## src/source/m6805_params.svh

```systemverilog
`ifndef M6805_PARAMS_SVH
`define M6805_PARAMS_SVH

// datapath widths of the execution slice.
`define M6805_DW 8   // data operands and memory bytes.
`define M6805_AW 13  // effective addresses and the full alu operand width.
`define M6805_BW 3   // bit number for bset and bclr.

`endif

```

## src/source/m6805_pkg.sv

```systemverilog
package m6805_pkg;

    // alu operation codes, one per arithmetic or logic class.
    typedef enum logic [3:0] {
        ADD_ALU  = 4'd0,
        AND_ALU  = 4'd1,
        OR_ALU   = 4'd2,
        EOR_ALU  = 4'd3,
        ASR_ALU  = 4'd4,
        LSR_ALU  = 4'd5,
        BSET_ALU = 4'd6,
        BCLR_ALU = 4'd7,
        LSL_ALU  = 4'd8,
        ROL_ALU  = 4'd9,
        ROR_ALU  = 4'd10,
        SUB_ALU  = 4'd11
    } alu_op_e;

    // carry input for add, sub and lsr.
    typedef enum logic [1:0] {
        NO_CARRY  = 2'd0,  // carry in is zero.
        CIN_CARRY = 2'd1,  // carry in comes from the C flag.
        HI_CARRY  = 2'd2   // carry in is forced to one.
    } carry_sel_e;

    // where the two operands come from.
    typedef enum logic [1:0] {
        SRC_MEM = 2'd0,  // memory data first, immediate second.
        SRC_IMM = 2'd1,  // immediate first, memory data second.
        SRC_EA  = 2'd2,  // address base plus immediate offset.
        SRC_BIT = 2'd3   // memory data and a bit number.
    } src_sel_e;

    // one bit per flag, set when the operation loads that flag.
    typedef struct packed {
        logic h;
        logic n;
        logic z;
        logic c;
    } cc_mask_t;

    function automatic cc_mask_t cc_mask_of(alu_op_e op, src_sel_e src);
        cc_mask_t m;
        m = '0;
        case (op)
            ADD_ALU: begin
                m.h = 1'b1;
                m.n = 1'b1;
                m.z = 1'b1;
                m.c = 1'b1;
            end
            SUB_ALU, ASR_ALU, LSR_ALU, LSL_ALU, ROL_ALU, ROR_ALU: begin
                m.n = 1'b1;
                m.z = 1'b1;
                m.c = 1'b1;
            end
            AND_ALU, OR_ALU, EOR_ALU: begin
                m.n = 1'b1; // logic operations leave C and H alone.
                m.z = 1'b1;
            end
            BSET_ALU, BCLR_ALU: m.c = 1'b1; // C returns the old bit value.
            default: m = '0;
        endcase
        if (src == SRC_EA) begin
            m = '0; // address arithmetic never touches the flags.
        end
        return m;
    endfunction

endpackage

```

## src/source/m6805_operand_sel.sv

```systemverilog
`include "m6805_params.svh"

module m6805_operand_sel (
    input  logic                    clk,
    input  logic                    arst_n,
    input  logic                    cen,
    input  logic                    issue,
    input  m6805_pkg::alu_op_e      alu_sel,
    input  m6805_pkg::carry_sel_e   carry_sel,
    input  m6805_pkg::src_sel_e     src_sel,
    input  logic [`M6805_DW-1:0]    mem_data,
    input  logic [`M6805_DW-1:0]    imm,
    input  logic [`M6805_AW-1:0]    ea_base,
    output logic                    valid,
    output logic [`M6805_AW-1:0]    op0,
    output logic [`M6805_AW-1:0]    op1,
    output m6805_pkg::alu_op_e      alu_sel_q,
    output m6805_pkg::carry_sel_e   carry_sel_q,
    output m6805_pkg::cc_mask_t     cc_mask
);

    import m6805_pkg::*;

    logic [`M6805_AW-1:0] mem_ext;   // memory data widened to the alu width.
    logic [`M6805_AW-1:0] imm_ext;   // immediate widened to the alu width.
    logic [`M6805_AW-1:0] bit_op;    // bit number placed where the alu looks for it.
    logic [`M6805_AW-1:0] op0_d;
    logic [`M6805_AW-1:0] op1_d;

    assign mem_ext = {{(`M6805_AW-`M6805_DW){1'b0}}, mem_data};
    assign imm_ext = {{(`M6805_AW-`M6805_DW){1'b0}}, imm};

    // the bit number sits in bits 3 down to 1, as in the opcode field it comes from.
    always_comb begin
        bit_op = '0;
        bit_op[`M6805_BW:1] = imm[`M6805_BW-1:0];
    end

    always_comb begin
        case (src_sel)
            SRC_EA: begin
                op0_d = ea_base;  // indexed address base.
                op1_d = imm_ext;  // unsigned 8-bit offset.
            end
            SRC_BIT: begin
                op0_d = mem_ext;
                op1_d = bit_op;
            end
            SRC_IMM: begin
                op0_d = imm_ext;  // operands swap so the immediate is the minuend.
                op1_d = mem_ext;
            end
            default: begin
                op0_d = mem_ext;
                op1_d = imm_ext;
            end
        endcase
    end

    // control half of the operand register.
    always_ff @(posedge clk or negedge arst_n) begin
        if (!arst_n) begin
            valid       <= 1'b0;
            alu_sel_q   <= ADD_ALU;
            carry_sel_q <= NO_CARRY;
            cc_mask     <= '0;
        end else if (cen) begin
            valid <= issue; // one enabled cycle per accepted operation.
            if (issue) begin
                alu_sel_q   <= alu_sel;
                carry_sel_q <= carry_sel;
                cc_mask     <= cc_mask_of(alu_sel, src_sel);
            end
        end
    end

    // operand payload only moves on an accepted issue.
    always_ff @(posedge clk) begin
        if (cen && issue) begin
            op0 <= op0_d;
            op1 <= op1_d;
        end
    end

endmodule

```

## src/source/m6805_alu.sv

```systemverilog
`include "m6805_params.svh"

module m6805_alu (
    input  m6805_pkg::carry_sel_e   carry_sel,
    input  m6805_pkg::alu_op_e      alu_sel,
    input  logic                    cin,      // current C flag.
    input  logic                    hin,      // current H flag.
    input  logic [`M6805_AW-1:0]    op0,
    input  logic [`M6805_AW-1:0]    op1,
    output logic                    ho,
    output logic [`M6805_AW-1:0]    rslt,
    output logic [2:0]              rslt_cc   // N, Z and C in that order.
);

    import m6805_pkg::*;

    logic                   cx;      // carry in after the carry selection.
    logic                   h4;      // carry out of the low nibble.
    logic                   c8;      // carry, borrow or shifted-out bit of the low byte.
    logic                   n8;
    logic                   z8;
    logic [`M6805_BW-1:0]   bit_idx; // target bit of bset and bclr.
    logic [`M6805_AW-1:0]   res;

    assign bit_idx = op1[`M6805_BW:1];

    always_comb begin
        case (carry_sel)
            CIN_CARRY: cx = cin;
            HI_CARRY:  cx = 1'b1;
            default:   cx = 1'b0;
        endcase

        res = op0;   // upper bits pass through for byte operations.
        c8  = 1'b0;
        h4  = hin;   // H is carried along unless an add recomputes it.
        case (alu_sel)
            ADD_ALU: begin
                // nibble by nibble so the half carry falls out directly.
                {h4, res[3:0]} = {1'b0, op0[3:0]} + {1'b0, op1[3:0]} + {4'd0, cx};
                {c8, res[7:4]} = {1'b0, op0[7:4]} + {1'b0, op1[7:4]} + {4'd0, h4};
                res[12:8] = op0[12:8] + op1[12:8] + {4'd0, c8}; // address high part.
            end
            AND_ALU: res[7:0] = op0[7:0] & op1[7:0];
            OR_ALU:  res[7:0] = op0[7:0] | op1[7:0];
            EOR_ALU: res[7:0] = op0[7:0] ^ op1[7:0];
            ASR_ALU: {res[7:0], c8} = {op0[7], op0[7:0]};   // sign bit is kept.
            LSR_ALU: {res[7:0], c8} = {cx, op0[7:0]};       // cx is normally zero here.
            BSET_ALU: begin
                res[7:0]     = op0[7:0];
                res[bit_idx] = 1'b1;
                c8           = op0[bit_idx];  // old bit value goes to C.
            end
            BCLR_ALU: begin
                res[7:0]     = op0[7:0];
                res[bit_idx] = 1'b0;
                c8           = op0[bit_idx];
            end
            LSL_ALU: {c8, res[7:0]} = {op0[7:0], 1'b0};
            ROL_ALU: {c8, res[7:0]} = {op0[7:0], cin};      // rotates always go through C.
            ROR_ALU: {res[7:0], c8} = {cin, op0[7:0]};
            SUB_ALU: begin
                // c8 ends up as the borrow out of bit 7.
                {c8, res[7:0]} = {1'b0, op0[7:0]} - {1'b0, op1[7:0]} - {8'd0, cx};
            end
            default: res = op0;
        endcase

        z8 = (res[7:0] == '0);  // flags look at the data byte only.
        n8 = res[7];
    end

    assign rslt    = res;
    assign ho      = h4;
    assign rslt_cc = {n8, z8, c8};

endmodule

```

## src/source/m6805_ccr.sv

```systemverilog
`include "m6805_params.svh"

module m6805_ccr (
    input  logic                    clk,
    input  logic                    arst_n,
    input  logic                    cen,
    input  logic                    valid,
    input  m6805_pkg::cc_mask_t     cc_mask,
    input  logic [`M6805_AW-1:0]    rslt,
    input  logic                    ho,
    input  logic [2:0]              rslt_cc,
    output logic                    cin,
    output logic                    hin,
    output logic [`M6805_AW-1:0]    result,
    output logic [3:0]              cc,       // H, N, Z and C in that order.
    output logic                    done
);

    logic [3:0] upd_mask;  // mask as a plain vector in the cc bit order.
    logic [3:0] cc_new;    // flags as the alu computed them.
    logic [3:0] cc_next;

    assign upd_mask = cc_mask;
    assign cc_new   = {ho, rslt_cc};

    // masked flags come from the alu, the rest keep their value.
    assign cc_next = (cc_new & upd_mask) | (cc & ~upd_mask);

    always_ff @(posedge clk or negedge arst_n) begin
        if (!arst_n) begin
            result <= '0;
            cc     <= '0;
            done   <= 1'b0;
        end else if (cen) begin
            done <= valid;  // done holds its level while cen is low.
            if (valid) begin
                result <= rslt;
                cc     <= cc_next;
            end
        end
    end

    // the next operation reads the flags written on the previous enabled edge.
    assign cin = cc[0];
    assign hin = cc[3];

endmodule

```

## src/source/m6805_exec.sv

```systemverilog
`include "m6805_params.svh"

module m6805_exec (
    input  logic                    clk,
    input  logic                    arst_n,
    input  logic                    cen,
    input  logic                    issue,
    input  m6805_pkg::alu_op_e      alu_sel,
    input  m6805_pkg::carry_sel_e   carry_sel,
    input  m6805_pkg::src_sel_e     src_sel,
    input  logic [`M6805_DW-1:0]    mem_data,
    input  logic [`M6805_DW-1:0]    imm,
    input  logic [`M6805_AW-1:0]    ea_base,
    output logic [`M6805_AW-1:0]    result,
    output logic [3:0]              cc,
    output logic                    done
);

    import m6805_pkg::*;

    logic                   valid;
    logic [`M6805_AW-1:0]   op0;
    logic [`M6805_AW-1:0]   op1;
    alu_op_e                alu_sel_q;
    carry_sel_e             carry_sel_q;
    cc_mask_t               cc_mask;
    logic [`M6805_AW-1:0]   rslt;
    logic                   ho;
    logic [2:0]             rslt_cc;
    logic                   cin;
    logic                   hin;

    // first stage, the operand register.
    m6805_operand_sel m6805_operand_sel_inst (
        .clk         (clk),
        .arst_n      (arst_n),
        .cen         (cen),
        .issue       (issue),
        .alu_sel     (alu_sel),
        .carry_sel   (carry_sel),
        .src_sel     (src_sel),
        .mem_data    (mem_data),
        .imm         (imm),
        .ea_base     (ea_base),
        .valid       (valid),
        .op0         (op0),
        .op1         (op1),
        .alu_sel_q   (alu_sel_q),
        .carry_sel_q (carry_sel_q),
        .cc_mask     (cc_mask)
    );

    // combinational between the two register stages.
    m6805_alu m6805_alu_inst (
        .carry_sel (carry_sel_q),
        .alu_sel   (alu_sel_q),
        .cin       (cin),
        .hin       (hin),
        .op0       (op0),
        .op1       (op1),
        .ho        (ho),
        .rslt      (rslt),
        .rslt_cc   (rslt_cc)
    );

    // second stage, result and flags, with C and H fed back to the alu.
    m6805_ccr m6805_ccr_inst (
        .clk     (clk),
        .arst_n  (arst_n),
        .cen     (cen),
        .valid   (valid),
        .cc_mask (cc_mask),
        .rslt    (rslt),
        .ho      (ho),
        .rslt_cc (rslt_cc),
        .cin     (cin),
        .hin     (hin),
        .result  (result),
        .cc      (cc),
        .done    (done)
    );

endmodule

```

## config.mk

```make
export PLATFORM = sky130hd
export DESIGN_NAME = m6805_exec
export DESIGN_NICKNAME = d
export VERILOG_FILES = /design/src/source/m6805_pkg.sv /design/src/source/m6805_operand_sel.sv /design/src/source/m6805_alu.sv /design/src/source/m6805_ccr.sv /design/src/source/m6805_exec.sv
export VERILOG_INCLUDE_DIRS = /design/src /design/src/source
export SDC_FILE = /design/constraint.sdc
export NUM_CORES = 1
export LEC_CHECK = 0
export BUFFER_PORTS_ARGS = -buffer_cell sky130_fd_sc_hd__buf_4
export CAP_MARGIN = 20
export CORE_UTILIZATION = 53
export CTS_CLUSTER_DIAMETER = 150
export DETAILED_ROUTE_END_ITERATION = 6
export PLACE_DENSITY_LB_ADDON = 0.25
export REMOVE_ABC_BUFFERS = 1
export SYNTH_ARGS = -nofsm -noshare
export SYNTH_HDL_FRONTEND = slang
export SYNTH_HIERARCHICAL = 1
export SYNTH_SLANG_ARGS = --single-unit
export TNS_END_PERCENT = 10
```

## constraint.sdc

```tcl
create_clock -name clk -period 4.3 [get_ports clk]
set_input_delay 0.43 -clock clk [delete_from_list [all_inputs] [get_ports clk]]
set_output_delay 0.43 -clock clk [all_outputs]
set_load 0.05 [all_outputs]
```

# Yosys cells after proc, flatten, opt, wreduce, memory -nomap -nowiden
# Index checks and enable logic that the tools add are counted.
# word_totals
reg_bits	55
inputBits	41
wordCells	86
out_inout_bits	18
# op_classes
mux	15
add_sub_neg	8
eq_ne	27
reduce_logical	12
bitwise_logic	10
n_lt_le_gt_ge	2
# op_table
operator	count
case mux 8 bit (12 select lines)	1
equality test 4 x 3 -> 1 bit (second input constant)	8
equality test 4 bit (second input constant)	8
case mux 13 bit (2 select lines)	1
equality test 4 x 2 -> 1 bit (second input constant)	4
case mux 8 bit (2 select lines)	1
adder 5 x 1 -> 5 bit	3
case mux 5 bit (3 select lines)	1
AND 13 bit	1
inverter 8 -> 13 bit	1
bitwise OR 13 x 8 -> 13 bit	1
adder 4 x 4 -> 5 bit	2
OR reduction 10 bit	1
OR reduction 9 bit	1
subtractor 8 x 8 -> 9 bit	1
subtractor 9 x 1 -> 9 bit	1
AND 4 bit	2
AND 8 bit	1
equality test 4 x 1 -> 1 bit (second input constant)	2
zero test 4 bit	2
zero test 8 bit	1
bitwise OR 8 bit	1
bitwise XOR 8 bit	1
equality test 2 bit (second input constant)	3
17 further kinds	25

# Longest topological paths before layout
# logic_depth
word_depth	10
depth_mapped	25
depth_no_buf	25

# Hierarchy
# The synthesis kept the hierarchy.
# by_module_without_submodules
module	cells_per_inst	n_inst	area_per_inst_um2	seq_area_each_um2
m6805_alu	307	1	2188.3	0.0
m6805_operand_sel	125	1	1445.1	880.8
m6805_ccr	45	1	737.0	450.4

# Worst setup path before layout
# No wires, ideal clock.
# synth_path
path_type	register to register
startpoint	reg m6805_operand_sel_inst.carry_sel_q[0]
endpoint	reg m6805_ccr_inst.result[12]
n_path_buf	0
required_time_ns	4.175
period_less_slack_ns	4.421
path_stages_with_launch	25
setup_time_ns	0.125
slack_ns	-0.121
arrival_ns	4.296
cell_sequence	dfrtp_1 -> inv_1 -> ha_1 -> or2_2 -> inv_1 -> fa_1 -> inv_1 -> fa_1 -> o21bai_1 -> a21oi_1 -> fa_1 -> inv_1 -> fa_1 -> a21oi_1 -> nor2_1 -> nor2_1 -> fa_1 -> fa_1 -> inv_1 -> a21o_1 -> a21oi_1 -> xnor2_1 -> nand2_1 -> xnor2_1 -> mux2_2
# synth_via
elab_chain_len	6
elab_cells_between_ends	7
cone_classes	3 x add/sub; 2 x eq/ne; 2 x mux
# synth_rtl
item	line_no	rtl
from (decl)	m6805_operand_sel.sv:18	output m6805_pkg::carry_sel_e carry_sel_q,
from (signal assigned)	m6805_operand_sel.sv:71	carry_sel_q <= carry_sel;
equality test 2 bit or equality test 2 x 1 -> 1 bit (tied branches)	m6805_alu.sv:28	case (carry_sel)
case mux 1 bit (2 select lines) (*)	m6805_alu.sv:28	
adder 5 x 1 -> 5 bit (*)	m6805_alu.sv:40	{h4, res[3:0]} = {1'b0, op0[3:0]} + {1'b0, op1[3:0]} + {4'd0, cx};
adder 5 x 1 -> 5 bit (*)	m6805_alu.sv:41	{c8, res[7:4]} = {1'b0, op0[7:4]} + {1'b0, op1[7:4]} + {4'd0, h4};
adder 5 x 1 -> 5 bit (*)	m6805_alu.sv:42	res[12:8] = op0[12:8] + op1[12:8] + {4'd0, c8};
case mux 5 bit (3 select lines) (*)	m6805_alu.sv:37	case (alu_sel)
named net rslt[12]	m6805_exec.sv:27	logic [`M6805_AW-1:0] rslt;
to (signal assigned)	m6805_ccr.sv:37	result <= rslt;
to (decl)	m6805_ccr.sv:14	output logic [`M6805_AW-1:0] result,
# Mark *: on every way through the listed nets, which the timed path passes. The rest lies on a longest branch.
# A chain may end at the register's enable or synchronous reset.

# Worst setup path in the final report
# Same ends and word-level chain as after synthesis.

==> metrics <==
Setup TNS Final -0.129 ns; Clock transition at path regs roughly 0.090 ns; initial antenna violation count 0; Clk pwr share between 10% and 20%; slowest CP cell dfrtp_1; internal power around 0.0011 W; cts bufs inserted 5; total power slightly below 0.002 W; Crit path required time 4.50 ns; Yosys warning count 6; CP Data Arrival Time 4.63 ns; vias in the first global route between 3000 and 4000; Diodes inserted 0; number of port buffers 58; # IOs between 50 and 60; layout cells sized above 1 between 20 and 25%; sequential area share after synthesis 30.5%; H-tree levels 2; Cells after Synth 477; cts hold-fix bufs 0; Pre-antenna DRT Iters 5; Initial Util between 50% and 60%; Max Slew Vio Count 0; DP Area around 4800 sq um; die width 92.8 um; DR vias/cell roughly 6.0; Power Dens Cells around 400 nW/um^2; Combinational Power Share between 50 and 60%; Max FO, Critical Path 3; largest net degree at the start of global routing 32; post-route cell area approximately 5000 sq um; Unique masters post-synth 70; synthesized area per cell 9.16 sq um; Min-Delay Path Class input port to asynchronous set/reset pin; Filler Cell Count 689; Final HPWL DP ~8.4 mm; synthesis-stage register bit count roughly 50; CTS Sinks 49; dominant synthesized flop cell dfrtp_1; CTS tree yes; GRT overflow 0; Final ANT Viol Nets 0; Finished Core Util between 60% and 70%; P_sw around 0.00085 W; failing checks negative setup slack; initial detailed-routing violation count 631; Reg power frac 33.8%; Die ar. 8610 sq um; final setup fails 1; cell mode on critical path fa_2; Die Ht 92.8 um; commonest non-fill, non-tap cell in the layout buf_4; worst setup margin -0.129 ns; Final min period between 4 and 5 ns; CP max stage delay between 0.3 and 0.4 ns; Max VDD drop between 0.00015 and 0.0002 V; asr flop ratio synth between 50% and 60%; core area 7850 sq um; buffers plus inverters on the worst setup path 5; Clock Latency Late Sink ~0.31 ns; total track usage a little over a quarter; EDFF count, synth 21; post-place setup slack -0.374 ns; Slew @ Worst Pin approximately 0.90 ns; Switching Share 43.4%; Critical Path Sink Type flip-flop; Placer Congestion 0.986; Rel. slew slack between 30 and 40%; Max Cap Viol 0; FMAX between 200 and 250 MHz; CP Launch Type flip-flop; CTS root buf clkbuf_8; final cycle utilization of the critical path 103%; commonest non-fill, non-tap cells in the layout buf_4 (74), inv_1 (44), nand2_1 (40); residual DRC count 0; RSZ-0062 raised after global routing yes; synthesized area between 4000 and 5000 sq um; Hold Violations, Final 0; first-pass GRT wire length approximately 18 mm; Crit Path Category flip-flop to flip-flop; synthesis-to-layout area growth 13.9%; Pleak about 2.3 nW; CTS Buffer Depth 2; via count about 3800; row cnt 32; WL final 11.0 mm; status finished with violations; crit path cell chain inv_1, ha_4, or2_4, inv_1, fa_2, inv_1, fa_2, o21bai_1, a21oi_2, fa_2, inv_1, fa_2, a21oi_1, nor2_1, nor2_2, fa_2, fa_2, inv_1, a21o_1, a21oi_1, xnor2_1, nand2_1, xnor2_1, mux2_2; Top delay family on crit path adder cells; drt wl/cell approximately 17 um; clock skew between 0.01 and 0.015 ns; final net count slightly above 600
==> power by group through the flow <==
stage          registers, W  logic [W]  clock network, W
4_1_cts            0.000664    0.00102          0.000280
3_3_place_gp       0.000667   0.000983                 0
6_report           0.000665    0.00103          0.000272
2_1_floorplan      0.000881   0.000464                 0
3_5_place_dp       0.000674   0.000996                 0
5_1_grt            0.000678    0.00110          0.000295
==> stage by stage <==
stage,hold WS [ns],instances
floorplan,0.134,445
global placement,0.362,619
detailed placement,0.370,619
CTS,0.0318,629
global route,0.0364,629
finish,0.0244,629
==> final timing paths <==
kind,startpoint,end,slack [ns],cells past startpoint
min in group clk,carry_sel[0],m6805_operand_sel_inst/carry_sel_q[0],0.36,2
max in group asynchronous,arst_n,m6805_operand_sel_inst/valid,4.01,1
worst max-delay path,m6805_operand_sel_inst/carry_sel_q[0],m6805_ccr_inst/result[12],-0.13,24
worst min-delay path,arst_n,m6805_ccr_inst/result[11],0.02,1
worst max register to register,m6805_operand_sel_inst/carry_sel_q[0],m6805_ccr_inst/result[12],-0.13,24
worst min register to register,m6805_operand_sel_inst/cc_mask[0],m6805_operand_sel_inst/cc_mask[0],0.49,2
==> cell usage after synthesis (5+ instances only) <==
cell | number | area (sq um)
buf_4 | 12 | 90.1
and3b_1 | 8 | 70.1
inv_1 | 44 | 165
o21ai_0 | 37 | 185
nand2b_1 | 8 | 50.1
nand4_1 | 7 | 43.8
mux2_2 | 14 | 158
a221oi_1 | 5 | 43.8
a21o_1 | 8 | 60.1
edfxtp_1 | 21 | 631
fa_1 | 8 | 160
mux2_4 | 9 | 135
dfrtp_1 | 28 | 701
clkbuf_1 | 15 | 56.3
nand2_1 | 40 | 150
a21oi_1 | 21 | 105
nor2_1 | 17 | 63.8
nand3b_1 | 7 | 52.6
a31oi_1 | 6 | 37.5
ha_1 | 33 | 413
nand3_1 | 12 | 60.1
and2_1 | 7 | 43.8
nor3_1 | 5 | 25.0
a22oi_1 | 12 | 90.1
nor2b_1 | 7 | 43.8
==> cell families (layout without fill, tap and decap cells) <==
family                     after synthesis  count (layout)  synth area share, %
other                                    1               5               0.0858
DFF                                     49              49                 30.5
AOI/OAI and AO/OA                      132             132                 20.6
xor gates and xnor gates                 6               6                 1.20
and+or+nand+nor                        141             141                 18.1
buffers and inverters                   80             126                 8.90
muxes                                   27              27                 7.62
adders and majority gates               41              41                 13.1
==> repair_timing <==
action | CTS | global route
buffers inserted | 2 | 0
setup endpoints to repair | 4 | 4
gates resized for setup | 10 | 3
pin swaps | 4 | 3
hold endpoints to repair | 0 | 0
==> sequential cells by signal (all words and copies together) (netlist names), named ones only <==
signal	cells
m6805_operand_sel_inst/valid	1
m6805_ccr_inst/result	13
m6805_operand_sel_inst/carry_sel_q	2
m6805_operand_sel_inst/alu_sel_q	4
m6805_operand_sel_inst/cc_mask	3
m6805_operand_sel_inst/op0	13
m6805_operand_sel_inst/op1	8
m6805_ccr_inst/done	1
==> per-layer routing <==
metal  global-route usage, %  vias up  share of wire, %  routed length (um)
met5                       0        -                 0                   0
met1                    35.0     1758                41                4540
met2                    43.8      208                46                5080
met3                    4.19       34               8.8                 970
li1                        -     1805                 -                   -
met4                    9.74        0               3.6                 398
==> cell type report <==
cell class                      instances  area, sq um  share of cell area, %
Tap cell                              102          128                   2.56
Clock inverter                          2         13.8                  0.277
Multi-Input combinational cell        352         2710                   54.5
Timing Repair Buffer                   74          556                   11.2
Clock buffer                            6         72.6                   1.46
Sequential cell                        49         1330                   26.7
Inverter                               44          165                   3.32
No activity file was read; power rests on OpenSTA's default activity.
